[config.mk]
export PLATFORM = sky130hd
export DESIGN_NAME = vdp_cmd_top
export DESIGN_NICKNAME = d
export VERILOG_FILES = /design/src/vdp_cmd_pkg.sv /design/src/vdp_cmd_ctrl.sv /design/src/vdp_cmd_pixel.sv /design/src/vdp_cmd_regs.sv /design/src/vdp_cmd_top.sv /design/src/vdp_cmd_walker.sv
export VERILOG_INCLUDE_DIRS = /design/src /design/src/src
export SDC_FILE = /design/constraint.sdc
export NUM_CORES = 1
export LEC_CHECK = 0
export BUFFER_PORTS_ARGS = -buffer_cell sky130_fd_sc_hd__buf_2
export CAP_MARGIN = 15
export CORE_MARGIN = 3
export CORE_UTILIZATION = 62
export DETAILED_ROUTE_END_ITERATION = 8
export PLACE_DENSITY = 0.83
export RECOVER_POWER = 25
export SYNTH_ARGS = -nofsm -noshare
export SYNTH_HDL_FRONTEND = slang
export SYNTH_SLANG_ARGS = --single-unit
[constraint.sdc]
create_clock -name reset -period 13 [get_ports reset]
set_input_delay 1.95 -clock reset [delete_from_list [all_inputs] [get_ports reset]]
set_output_delay 1.95 -clock reset [all_outputs]
set_load 0.03 [all_outputs]
[src/vdp_cmd_defines.svh]
`ifndef VDP_CMD_DEFINES_SVH
`define VDP_CMD_DEFINES_SVH

// Datapath widths
`define VDP_COORD_W     10
`define VDP_ADDR_W      17
`define VDP_DATA_W      8
`define VDP_PIX_W       4
`define VDP_REG_NUM_W   4

// Command register numbers
`define VDP_REG_SX_L    4'd0
`define VDP_REG_SX_H    4'd1
`define VDP_REG_SY_L    4'd2
`define VDP_REG_SY_H    4'd3
`define VDP_REG_DX_L    4'd4
`define VDP_REG_DX_H    4'd5
`define VDP_REG_DY_L    4'd6
`define VDP_REG_DY_H    4'd7
`define VDP_REG_NX_L    4'd8
`define VDP_REG_NX_H    4'd9
`define VDP_REG_NY_L    4'd10
`define VDP_REG_NY_H    4'd11
`define VDP_REG_CLR     4'd12
`define VDP_REG_ARG     4'd13
`define VDP_REG_CMR     4'd14

// Set once the cursor leaves columns 0..255
`define VDP_X_LIMIT_BIT 8

`endif

[src/vdp_cmd_pkg.sv]
package vdp_cmd_pkg;

  // Command sequencer states
  typedef enum logic [3:0] {
    IDLE,
    CHK_LOOP,
    RD_SRC,
    WAIT_RD_SRC,
    PRE_RD,
    WAIT_PRE_RD,
    WR,
    WAIT_WR,
    EXEC_END
  } cmd_state_e;

  // CMR bits 7:4, only the supported commands
  typedef enum logic [3:0] {
    STOP  = 4'b0000,
    POINT = 4'b0100,
    PSET  = 4'b0101,
    LMMV  = 4'b1000,
    HMMV  = 4'b1100
  } cmd_op_e;

  // CMR bits 2:0
  typedef enum logic [2:0] {
    IMP = 3'b000,
    AND = 3'b001,
    OR  = 3'b010,
    XOR = 3'b011,
    NOT = 3'b100
  } logic_op_e;

endpackage

[src/vdp_cmd_ctrl.sv]
module vdp_cmd_ctrl (
  input  logic                  reset,
  input  logic                  clk,
  input  logic                  cmd_start,
  input  logic                  reg_hold,
  input  vdp_cmd_pkg::cmd_op_e  opcode,
  input  logic                  x_end,
  input  logic                  y_end,
  input  logic                  vram_rd_ack,
  input  logic                  vram_wr_ack,
  output logic                  ce,
  output logic                  vram_rd_req,
  output logic                  vram_wr_req,
  output logic                  walk_load,
  output logic                  walk_step_x,
  output logic                  walk_next_line,
  output logic                  addr_src_sel,
  output logic                  wdata_fill,
  output logic                  wdata_merge,
  output logic                  clr_load_point
);

  vdp_cmd_pkg::cmd_state_e state;
  vdp_cmd_pkg::cmd_state_e state_nxt;
  logic start_pend;
  logic first_pass;
  logic advance;
  logic rd_busy;
  logic wr_busy;
  logic rd_toggle;
  logic wr_toggle;
  logic ce_set;
  logic ce_clr;

  assign rd_busy = vram_rd_req != vram_rd_ack;
  assign wr_busy = vram_wr_req != vram_wr_ack;
  // Register writes and a new start both freeze the sequencer
  assign advance = !cmd_start && !reg_hold;
  // Source address held for the whole POINT read
  assign addr_src_sel = (state == vdp_cmd_pkg::RD_SRC) || (state == vdp_cmd_pkg::WAIT_RD_SRC);

  always_comb begin
    state_nxt      = state;
    walk_load      = 1'b0;
    walk_step_x    = 1'b0;
    walk_next_line = 1'b0;
    wdata_fill     = 1'b0;
    wdata_merge    = 1'b0;
    clr_load_point = 1'b0;
    rd_toggle      = 1'b0;
    wr_toggle      = 1'b0;
    ce_set         = 1'b0;
    ce_clr         = 1'b0;
    if (advance) begin
      case (state)
        vdp_cmd_pkg::IDLE: begin
          // Wait out any access left over from an aborted command
          if (start_pend && !rd_busy && !wr_busy) begin
            walk_load = 1'b1;
            ce_set    = 1'b1;
            state_nxt = vdp_cmd_pkg::CHK_LOOP;
          end
        end
        vdp_cmd_pkg::CHK_LOOP: begin
          if (!first_pass && x_end && y_end) begin
            state_nxt = vdp_cmd_pkg::EXEC_END;
          end else begin
            walk_next_line = !first_pass && x_end;
            case (opcode)
              vdp_cmd_pkg::HMMV: begin
                wdata_fill = 1'b1;
                state_nxt  = vdp_cmd_pkg::WR;
              end
              vdp_cmd_pkg::LMMV, vdp_cmd_pkg::PSET: begin
                wdata_fill = 1'b1;
                state_nxt  = vdp_cmd_pkg::PRE_RD;
              end
              vdp_cmd_pkg::POINT: state_nxt = vdp_cmd_pkg::RD_SRC;
              default: state_nxt = vdp_cmd_pkg::EXEC_END;
            endcase
          end
        end
        vdp_cmd_pkg::RD_SRC: begin
          rd_toggle = 1'b1;
          state_nxt = vdp_cmd_pkg::WAIT_RD_SRC;
        end
        vdp_cmd_pkg::WAIT_RD_SRC: begin
          if (!rd_busy) begin
            clr_load_point = 1'b1;
            state_nxt      = vdp_cmd_pkg::EXEC_END;
          end
        end
        vdp_cmd_pkg::PRE_RD: begin
          rd_toggle = 1'b1;
          state_nxt = vdp_cmd_pkg::WAIT_PRE_RD;
        end
        vdp_cmd_pkg::WAIT_PRE_RD: begin
          if (!rd_busy) begin
            wdata_merge = 1'b1;
            state_nxt   = vdp_cmd_pkg::WR;
          end
        end
        vdp_cmd_pkg::WR: begin
          wr_toggle = 1'b1;
          state_nxt = vdp_cmd_pkg::WAIT_WR;
        end
        vdp_cmd_pkg::WAIT_WR: begin
          if (!wr_busy) begin
            // PSET is a single dot
            if (opcode == vdp_cmd_pkg::PSET) begin
              state_nxt = vdp_cmd_pkg::EXEC_END;
            end else begin
              walk_step_x = 1'b1;
              state_nxt   = vdp_cmd_pkg::CHK_LOOP;
            end
          end
        end
        default: begin
          ce_clr    = 1'b1;
          state_nxt = vdp_cmd_pkg::IDLE;
        end
      endcase
    end
  end

  always_ff @(posedge reset or posedge clk) begin
    if (clk) begin
      state       <= vdp_cmd_pkg::IDLE;
      ce          <= 1'b0;
      vram_rd_req <= 1'b0;
      vram_wr_req <= 1'b0;
      start_pend  <= 1'b0;
      first_pass  <= 1'b0;
    end else begin
      // New command aborts whatever runs
      if (cmd_start) begin
        state      <= vdp_cmd_pkg::IDLE;
        start_pend <= 1'b1;
      end else begin
        state <= state_nxt;
        if (walk_load) begin
          start_pend <= 1'b0;
        end
      end
      if (ce_set) begin
        ce <= 1'b1;
      end else if (ce_clr) begin
        ce <= 1'b0;
      end
      if (rd_toggle) begin
        vram_rd_req <= ~vram_rd_ack;
      end
      if (wr_toggle) begin
        vram_wr_req <= ~vram_wr_ack;
      end
      // Loop end is not checked on the entry pass
      if (walk_load) begin
        first_pass <= 1'b1;
      end else if (advance && state == vdp_cmd_pkg::CHK_LOOP) begin
        first_pass <= 1'b0;
      end
    end
  end

  a_rd_req_held: assert property (@(posedge reset) disable iff (clk)
    rd_busy |=> $stable(vram_rd_req));
  a_wr_req_held: assert property (@(posedge reset) disable iff (clk)
    wr_busy |=> $stable(vram_wr_req));
  a_one_access: assert property (@(posedge reset) disable iff (clk)
    !(rd_busy && wr_busy));

endmodule

[src/vdp_cmd_pixel.sv]
`include "vdp_cmd_defines.svh"

module vdp_cmd_pixel (
  input  logic                        reset,
  input  logic                        clk,
  input  logic [`VDP_DATA_W-1:0]      vram_rd_data,
  input  logic                        x_low,
  input  logic [`VDP_DATA_W-1:0]      clr,
  input  logic                        transp,
  input  vdp_cmd_pkg::logic_op_e      log_op,
  input  logic                        wdata_fill,
  input  logic                        wdata_merge,
  output logic [`VDP_DATA_W-1:0]      vram_wr_data,
  output logic [`VDP_PIX_W-1:0]       point_pix
);

  logic [`VDP_PIX_W-1:0]  src_pix;
  logic [`VDP_PIX_W-1:0]  dst_pix;
  logic [`VDP_PIX_W-1:0]  res_pix;
  logic [`VDP_DATA_W-1:0] merged;

  // High nibble is the even pixel
  assign dst_pix   = x_low ? vram_rd_data[3:0] : vram_rd_data[7:4];
  assign point_pix = dst_pix;
  assign src_pix   = clr[`VDP_PIX_W-1:0];

  always_comb begin
    // Transparent colour 0 leaves the screen alone
    if (transp && src_pix == '0) begin
      res_pix = dst_pix;
    end else begin
      case (log_op)
        vdp_cmd_pkg::IMP: res_pix = src_pix;
        vdp_cmd_pkg::AND: res_pix = src_pix & dst_pix;
        vdp_cmd_pkg::OR:  res_pix = src_pix | dst_pix;
        vdp_cmd_pkg::XOR: res_pix = src_pix ^ dst_pix;
        vdp_cmd_pkg::NOT: res_pix = ~src_pix;
        default:          res_pix = dst_pix;
      endcase
    end
  end

  // Neighbour nibble comes back unchanged
  assign merged = x_low ? {vram_rd_data[7:4], res_pix} : {res_pix, vram_rd_data[3:0]};

  always_ff @(posedge reset or posedge clk) begin
    if (clk) begin
      vram_wr_data <= '0;
    end else if (wdata_fill) begin
      // Byte fill takes CLR as is
      vram_wr_data <= clr;
    end else if (wdata_merge) begin
      vram_wr_data <= merged;
    end
  end

endmodule

[src/vdp_cmd_regs.sv]
`include "vdp_cmd_defines.svh"

module vdp_cmd_regs (
  input  logic                        reset,
  input  logic                        clk,
  input  logic                        reg_wr_req,
  input  logic [`VDP_REG_NUM_W-1:0]   reg_num,
  input  logic [`VDP_DATA_W-1:0]      reg_data,
  input  logic                        ce,
  input  logic                        clr_load_point,
  input  logic [`VDP_PIX_W-1:0]       point_pix,
  output logic                        reg_wr_ack,
  output logic                        reg_hold,
  output logic                        cmd_start,
  output logic [`VDP_COORD_W-1:0]     sx,
  output logic [`VDP_COORD_W-1:0]     sy,
  output logic [`VDP_COORD_W-1:0]     dx,
  output logic [`VDP_COORD_W-1:0]     dy,
  output logic [`VDP_COORD_W-1:0]     nx,
  output logic [`VDP_COORD_W-1:0]     ny,
  output logic [`VDP_DATA_W-1:0]      clr,
  output logic                        dix,
  output logic                        diy,
  output vdp_cmd_pkg::cmd_op_e        opcode,
  output logic                        transp,
  output vdp_cmd_pkg::logic_op_e      log_op
);

  logic [`VDP_DATA_W-1:0] cmr;

  // Toggle pending until the ack catches up
  assign reg_hold = reg_wr_req != reg_wr_ack;

  assign opcode = vdp_cmd_pkg::cmd_op_e'(cmr[7:4]);
  assign transp = cmr[3];
  assign log_op = vdp_cmd_pkg::logic_op_e'(cmr[2:0]);

  always_ff @(posedge reset or posedge clk) begin
    if (clk) begin
      reg_wr_ack <= 1'b0;
      cmd_start  <= 1'b0;
      sx         <= '0;
      sy         <= '0;
      dx         <= '0;
      dy         <= '0;
      nx         <= '0;
      ny         <= '0;
      clr        <= '0;
      dix        <= 1'b0;
      diy        <= 1'b0;
      cmr        <= '0;
    end else begin
      // One-cycle pulse after a CMR write lands
      cmd_start <= reg_hold && (reg_num == `VDP_REG_CMR);
      if (reg_hold) begin
        reg_wr_ack <= reg_wr_req;
        case (reg_num)
          `VDP_REG_SX_L: sx[7:0] <= reg_data;
          `VDP_REG_SX_H: sx[9:8] <= reg_data[1:0];
          `VDP_REG_SY_L: sy[7:0] <= reg_data;
          `VDP_REG_SY_H: sy[9:8] <= reg_data[1:0];
          `VDP_REG_DX_L: dx[7:0] <= reg_data;
          `VDP_REG_DX_H: dx[9:8] <= reg_data[1:0];
          `VDP_REG_DY_L: dy[7:0] <= reg_data;
          `VDP_REG_DY_H: dy[9:8] <= reg_data[1:0];
          `VDP_REG_NX_L: nx[7:0] <= reg_data;
          `VDP_REG_NX_H: nx[9:8] <= reg_data[1:0];
          `VDP_REG_NY_L: ny[7:0] <= reg_data;
          `VDP_REG_NY_H: ny[9:8] <= reg_data[1:0];
          // Only a pixel is kept while a command runs
          `VDP_REG_CLR: clr <= ce ? {4'b0000, reg_data[`VDP_PIX_W-1:0]} : reg_data;
          `VDP_REG_ARG: begin
            dix <= reg_data[2];
            diy <= reg_data[3];
          end
          `VDP_REG_CMR: cmr <= reg_data;
          default: ;
        endcase
      end else if (clr_load_point) begin
        // POINT result
        clr <= {4'b0000, point_pix};
      end
    end
  end

  // Host handshake cannot retrigger a start back to back
  a_start_single: assert property (@(posedge reset) disable iff (clk)
    cmd_start |=> !cmd_start);

endmodule

[src/vdp_cmd_top.sv]
`include "vdp_cmd_defines.svh"

module vdp_cmd_top (
  input  logic                        reset,
  input  logic                        clk,
  input  logic                        reg_wr_req,
  input  logic [`VDP_REG_NUM_W-1:0]   reg_num,
  input  logic [`VDP_DATA_W-1:0]      reg_data,
  input  logic                        vram_rd_ack,
  input  logic [`VDP_DATA_W-1:0]      vram_rd_data,
  input  logic                        vram_wr_ack,
  output logic                        reg_wr_ack,
  output logic                        vram_rd_req,
  output logic                        vram_wr_req,
  output logic [`VDP_ADDR_W-1:0]      vram_addr,
  output logic [`VDP_DATA_W-1:0]      vram_wr_data,
  output logic                        ce,
  output logic [`VDP_DATA_W-1:0]      clr,
  output logic [3:0]                  current_command
);

  logic [`VDP_COORD_W-1:0] sx;
  logic [`VDP_COORD_W-1:0] sy;
  logic [`VDP_COORD_W-1:0] dx;
  logic [`VDP_COORD_W-1:0] dy;
  logic [`VDP_COORD_W-1:0] nx;
  logic [`VDP_COORD_W-1:0] ny;
  logic [`VDP_PIX_W-1:0]   point_pix;
  vdp_cmd_pkg::cmd_op_e    opcode;
  vdp_cmd_pkg::logic_op_e  log_op;
  logic reg_hold;
  logic cmd_start;
  logic dix;
  logic diy;
  logic transp;
  logic x_end;
  logic y_end;
  logic x_low;
  logic walk_load;
  logic walk_step_x;
  logic walk_next_line;
  logic addr_src_sel;
  logic wdata_fill;
  logic wdata_merge;
  logic clr_load_point;

  assign current_command = opcode;

  vdp_cmd_regs vdp_cmd_regs_inst (
    .reset(reset), .clk(clk),
    .reg_wr_req(reg_wr_req), .reg_num(reg_num), .reg_data(reg_data),
    .ce(ce), .clr_load_point(clr_load_point), .point_pix(point_pix),
    .reg_wr_ack(reg_wr_ack), .reg_hold(reg_hold), .cmd_start(cmd_start),
    .sx(sx), .sy(sy), .dx(dx), .dy(dy), .nx(nx), .ny(ny),
    .clr(clr), .dix(dix), .diy(diy),
    .opcode(opcode), .transp(transp), .log_op(log_op)
  );

  vdp_cmd_ctrl vdp_cmd_ctrl_inst (
    .reset(reset), .clk(clk),
    .cmd_start(cmd_start), .reg_hold(reg_hold), .opcode(opcode),
    .x_end(x_end), .y_end(y_end),
    .vram_rd_ack(vram_rd_ack), .vram_wr_ack(vram_wr_ack),
    .ce(ce), .vram_rd_req(vram_rd_req), .vram_wr_req(vram_wr_req),
    .walk_load(walk_load), .walk_step_x(walk_step_x),
    .walk_next_line(walk_next_line), .addr_src_sel(addr_src_sel),
    .wdata_fill(wdata_fill), .wdata_merge(wdata_merge),
    .clr_load_point(clr_load_point)
  );

  vdp_cmd_walker vdp_cmd_walker_inst (
    .reset(reset), .clk(clk),
    .walk_load(walk_load), .walk_step_x(walk_step_x),
    .walk_next_line(walk_next_line), .addr_src_sel(addr_src_sel),
    .opcode(opcode),
    .sx(sx), .sy(sy), .dx(dx), .dy(dy), .nx(nx), .ny(ny),
    .dix(dix), .diy(diy),
    .x_end(x_end), .y_end(y_end), .vram_addr(vram_addr), .x_low(x_low)
  );

  vdp_cmd_pixel vdp_cmd_pixel_inst (
    .reset(reset), .clk(clk),
    .vram_rd_data(vram_rd_data), .x_low(x_low), .clr(clr),
    .transp(transp), .log_op(log_op),
    .wdata_fill(wdata_fill), .wdata_merge(wdata_merge),
    .vram_wr_data(vram_wr_data), .point_pix(point_pix)
  );

endmodule

[src/vdp_cmd_walker.sv]
`include "vdp_cmd_defines.svh"

module vdp_cmd_walker (
  input  logic                     reset,
  input  logic                     clk,
  input  logic                     walk_load,
  input  logic                     walk_step_x,
  input  logic                     walk_next_line,
  input  logic                     addr_src_sel,
  input  vdp_cmd_pkg::cmd_op_e     opcode,
  input  logic [`VDP_COORD_W-1:0]  sx,
  input  logic [`VDP_COORD_W-1:0]  sy,
  input  logic [`VDP_COORD_W-1:0]  dx,
  input  logic [`VDP_COORD_W-1:0]  dy,
  input  logic [`VDP_COORD_W-1:0]  nx,
  input  logic [`VDP_COORD_W-1:0]  ny,
  input  logic                     dix,
  input  logic                     diy,
  output logic                     x_end,
  output logic                     y_end,
  output logic [`VDP_ADDR_W-1:0]   vram_addr,
  output logic                     x_low
);

  logic [`VDP_COORD_W-1:0] x_cur;
  logic [`VDP_COORD_W-1:0] x_cnt;
  logic [`VDP_COORD_W-1:0] y_cur;
  logic [`VDP_COORD_W-1:0] y_cnt;
  logic [`VDP_COORD_W-1:0] nx_count;
  logic [`VDP_COORD_W-1:0] x_delta;
  logic [`VDP_COORD_W-1:0] x_step;
  logic [`VDP_COORD_W-1:0] y_step;
  logic [`VDP_COORD_W-1:0] x_sel;
  logic [`VDP_COORD_W-1:0] y_sel;
  logic                    is_byte;

  // HMMV moves a whole byte, two pixels at a time
  assign is_byte  = opcode == vdp_cmd_pkg::HMMV;
  assign nx_count = is_byte ? {1'b0, nx[`VDP_COORD_W-1:1]} : nx;
  assign x_delta  = is_byte ? `VDP_COORD_W'd2 : `VDP_COORD_W'd1;
  assign x_step   = dix ? ('0 - x_delta) : x_delta;
  assign y_step   = diy ? '1 : `VDP_COORD_W'd1;

  // Right border, or wrapped below column 0
  assign x_end = (x_cnt == '0) || x_cur[`VDP_X_LIMIT_BIT];
  // Last line, or top border going up
  assign y_end = (y_cnt == `VDP_COORD_W'd1) || (diy && y_cur == '0);

  // Source point for POINT, else the cursor
  assign x_sel     = addr_src_sel ? sx : x_cur;
  assign y_sel     = addr_src_sel ? sy : y_cur;
  assign vram_addr = {y_sel, x_sel[`VDP_X_LIMIT_BIT-1:1]};
  assign x_low     = x_sel[0];

  always_ff @(posedge reset or posedge clk) begin
    if (clk) begin
      x_cur <= '0;
      x_cnt <= '0;
      y_cur <= '0;
      y_cnt <= '0;
    end else if (walk_load) begin
      x_cur <= dx;
      x_cnt <= nx_count;
      y_cur <= dy;
      y_cnt <= ny;
    end else if (walk_next_line) begin
      // Back to DX on the next line
      x_cur <= dx;
      x_cnt <= nx_count;
      y_cur <= y_cur + y_step;
      y_cnt <= y_cnt - `VDP_COORD_W'd1;
    end else if (walk_step_x) begin
      x_cur <= x_cur + x_step;
      x_cnt <= x_cnt - `VDP_COORD_W'd1;
    end
  end

endmodule

==> reports/qor.txt <==
Status: finished, violations left
Failing checks: max-capacitance violations, max-slew violations
Final Critical Period: 4.17 ns
Hold Crit Class: reg -> reg
CTS Buf Count: 17
First-pass GRT wire length: 30700 microns
Synth Register Bits: 133
Worst-path maximum fanout: 67
Gr ovfl total: 0
Synth unique cells: 66
Avg WL per Cell: 20.1 microns
Pre-CTS WS: 8.52 ns
CTS Hold Bufs: 0
H-tree depth: 4
Initial antenna violation count: 0
Seq/Total Area, Yosys: 44.4%
Final period utilization: 32.1%
Max-cap violation count: 1
Port Buf Inserts: 65
# setup viols final: 0
Worst setup path category: in -> async
Die X: 116 microns
RSZ-0062 raised after global routing: false
Avg Cell Area, Syn: 10.4 sq um
# IOs: 66
Pleak: 0.00373 uW
Power density cells: 242 nW/um^2
Critical path launch point type: input port
Hpwl dp: 12700 microns
Setup Fix Bufs, Post-CTS: 0
DRT Pass-1 Iters: 5
Max Clk Rate: 0.240 GHz
GRT Resource Usage Total: 29.6%
# DRC: 0
Via count: 6081
Detail Route Antenna Nets: 0
CTS Root Cell: clkbuf_16
Worst path required time: 13.44 ns
Inserted Diodes: 0
Nets: 832
Synth top area share: 44.4%
Cell Area, Synth: 7490 sq um
Number of global-route vias before repair: 6133
Die Span Y: 116 microns
Initial Util: 64.5%
Area Overhead vs Synth: 12.9%
Sink Count: 133
Worst vdd ir: 196 uV
Fraction of layout cells with a size suffix above 1: 26.1%
Drt total wl: 18800 microns
Core area: 11600 sq um
Num rows: 39
Initial DRC Count: 713
Arr. time, crit path: 4.61 ns
Crit end category: asynchronous set/reset pin
Clock-pin slew on the worst setup and hold paths: 0.06 ns
Final Hold Viols: 0
Hold Slack: 0.476 ns
Placer Congestion: 0.919
Top FF cell, synth: dfrtp_1
Worst-Skew Late Latency: 0.43 ns
Sum of negative setup slack: 0 ns
CTS tree: done
Resized cells post-CTS: 0
Worst setup margin: 8.83 ns
Number of synthesized flops with an enable pin: 0
Relative slew slack: -90.0%
Pin count of the biggest net entering global routing: 68
Vias/cell: 6.50
Tot Pwr: 2040 uW
Post-synth ARST share: 100%
Cells after synthesis: 721
Clock skew: 0.0100 ns
Syn nets: 771
Worst-margin pin slew: 2.83 ns
Die ar.: 13400 sq um
Synth area leader: dfrtp_1
Synth top area cells: dfrtp_1 (44%), mux2_2 (15%), ha_1 (3.8%), nand2_1 (3.5%), o21ai_0 (3.1%)
Final Slew Violations: 68
YS warnings: 0
Clock buffer depth: 2
-- layer usage --
metal  global-route usage [%]  share of wire [%]
met1                     38.1                 41
met2                     48.3                 49
met3                     7.57                7.4
met4                     11.6                2.1
met5                        0                  0
-- cell usage in the layout, fill, tap and decap left out, drive strengths merged, types with 8 or more instances in the layout --
cell type	Yosys	final
dfrtp	133	133
mux2	99	99
nand2	70	70
buf	14	68
o21ai	49	49
nor2	44	44
a21oi	34	34
clkbuf	18	30
ha	23	23
xnor2	19	19
inv	18	17
nor3	16	16
xor2	13	13
nand2b	12	12
mux2i	12	12
a22oi	12	12
nor4	12	12
nand3	11	11
nor2b	10	10
a211oi	8	8
nor3b	8	8
-- cell type report --
class / count / area, sq um
Fill cell: 827 / 3150
Inverter: 18 / 68.8
Timing Repair Buffer: 74 / 383
Clock inverter: 5 / 50.0
Clock buffer: 24 / 492
Multi-Input combinational cell: 538 / 3960
Tap cell: 143 / 179
Sequential cell: 133 / 3330
-- kinds of logic (layout without fill, tap and decap cells) --
family          after synthesis  in the layout  share of synthesized area (%)
buf+inv                      50            121                           2.86
xor+xnor                     32             32                           3.74
flops                       133            133                           44.4
simple gates                222            222                           15.5
fa+ha+maj                    25             25                           4.38
mux                         111            111                           16.5
compound gates              148            148                           12.6
-- flip-flops by register name (all words and copies together), names as in the netlist, 9 cells and up --
register	count
vdp_cmd_regs_inst.dx	9
vdp_cmd_regs_inst.nx	10
vdp_cmd_walker_inst.x_cur	9
vdp_cmd_walker_inst.y_cur	10
vdp_cmd_regs_inst.ny	10
vdp_cmd_walker_inst.x_cnt	10
vdp_cmd_walker_inst.y_cnt	10
vdp_cmd_regs_inst.dy	10
vdp_cmd_regs_inst.sy	10
-- where the power goes --
group / internal, uW / switching, uW
Combinational: 373 / 513
Clock: 278 / 171
Sequential: 555 / 155
Total: 1210 / 839
-- worst paths after layout --
kind,start,to,slack [ns],cells after the start
max,clk,vdp_cmd_regs_inst.sx[1],8.83,3
min,vdp_cmd_regs_inst.ny[3],vdp_cmd_walker_inst.y_cnt[3],0.48,2
max reg2reg,vdp_cmd_ctrl_inst.state[1],vdp_cmd_pixel_inst.vram_wr_data[1],8.94,11
min reg2reg,vdp_cmd_regs_inst.ny[3],vdp_cmd_walker_inst.y_cnt[3],0.48,2
max in group reset,reg_wr_req,vdp_cmd_walker_inst.x_cur[4],8.83,7
min in group asynchronous,clk,vdp_cmd_walker_inst.y_cnt[6],2.33,2
-- Yosys cell counts, types with 3 or more instances --
master,count
xnor2_1,19
buf_2,9
o21ai_0,47
nand2_1,70
and3_1,6
nor3_1,14
xor2_1,13
mux2_2,99
o31ai_1,3
a21boi_0,3
a22oi_1,12
clkbuf_1,18
or3_1,6
ha_1,23
mux2i_1,12
dfrtp_1,133
nand3b_1,5
o211ai_1,3
nand4_1,5
o311ai_0,4
a21oi_1,34
inv_1,18
a211oi_1,8
nand3_1,11
a211o_1,4
nor2_1,44
nor4b_1,6
nor4_1,11
nor2b_1,10
a21o_1,4
o41ai_1,4
nand2b_1,12
nor3b_1,6
-- stage by stage --
step           instance area, sq um  utilization (%)  cells
2_1_floorplan                  7490                -    721
3_3_place_gp                   7930             68.3    906
3_5_place_dp                   7930             68.3    906
4_1_cts                        8470             72.9    935
5_1_grt                        8460             72.8    935
6_report                       8460             72.8    935
-- worst max-delay path: stages --
cell        delay (ns)
buf_2             0.10
clkinvlp_2        1.59
buf_4             0.89
Note: power is estimated with default switching activity, not from simulation.
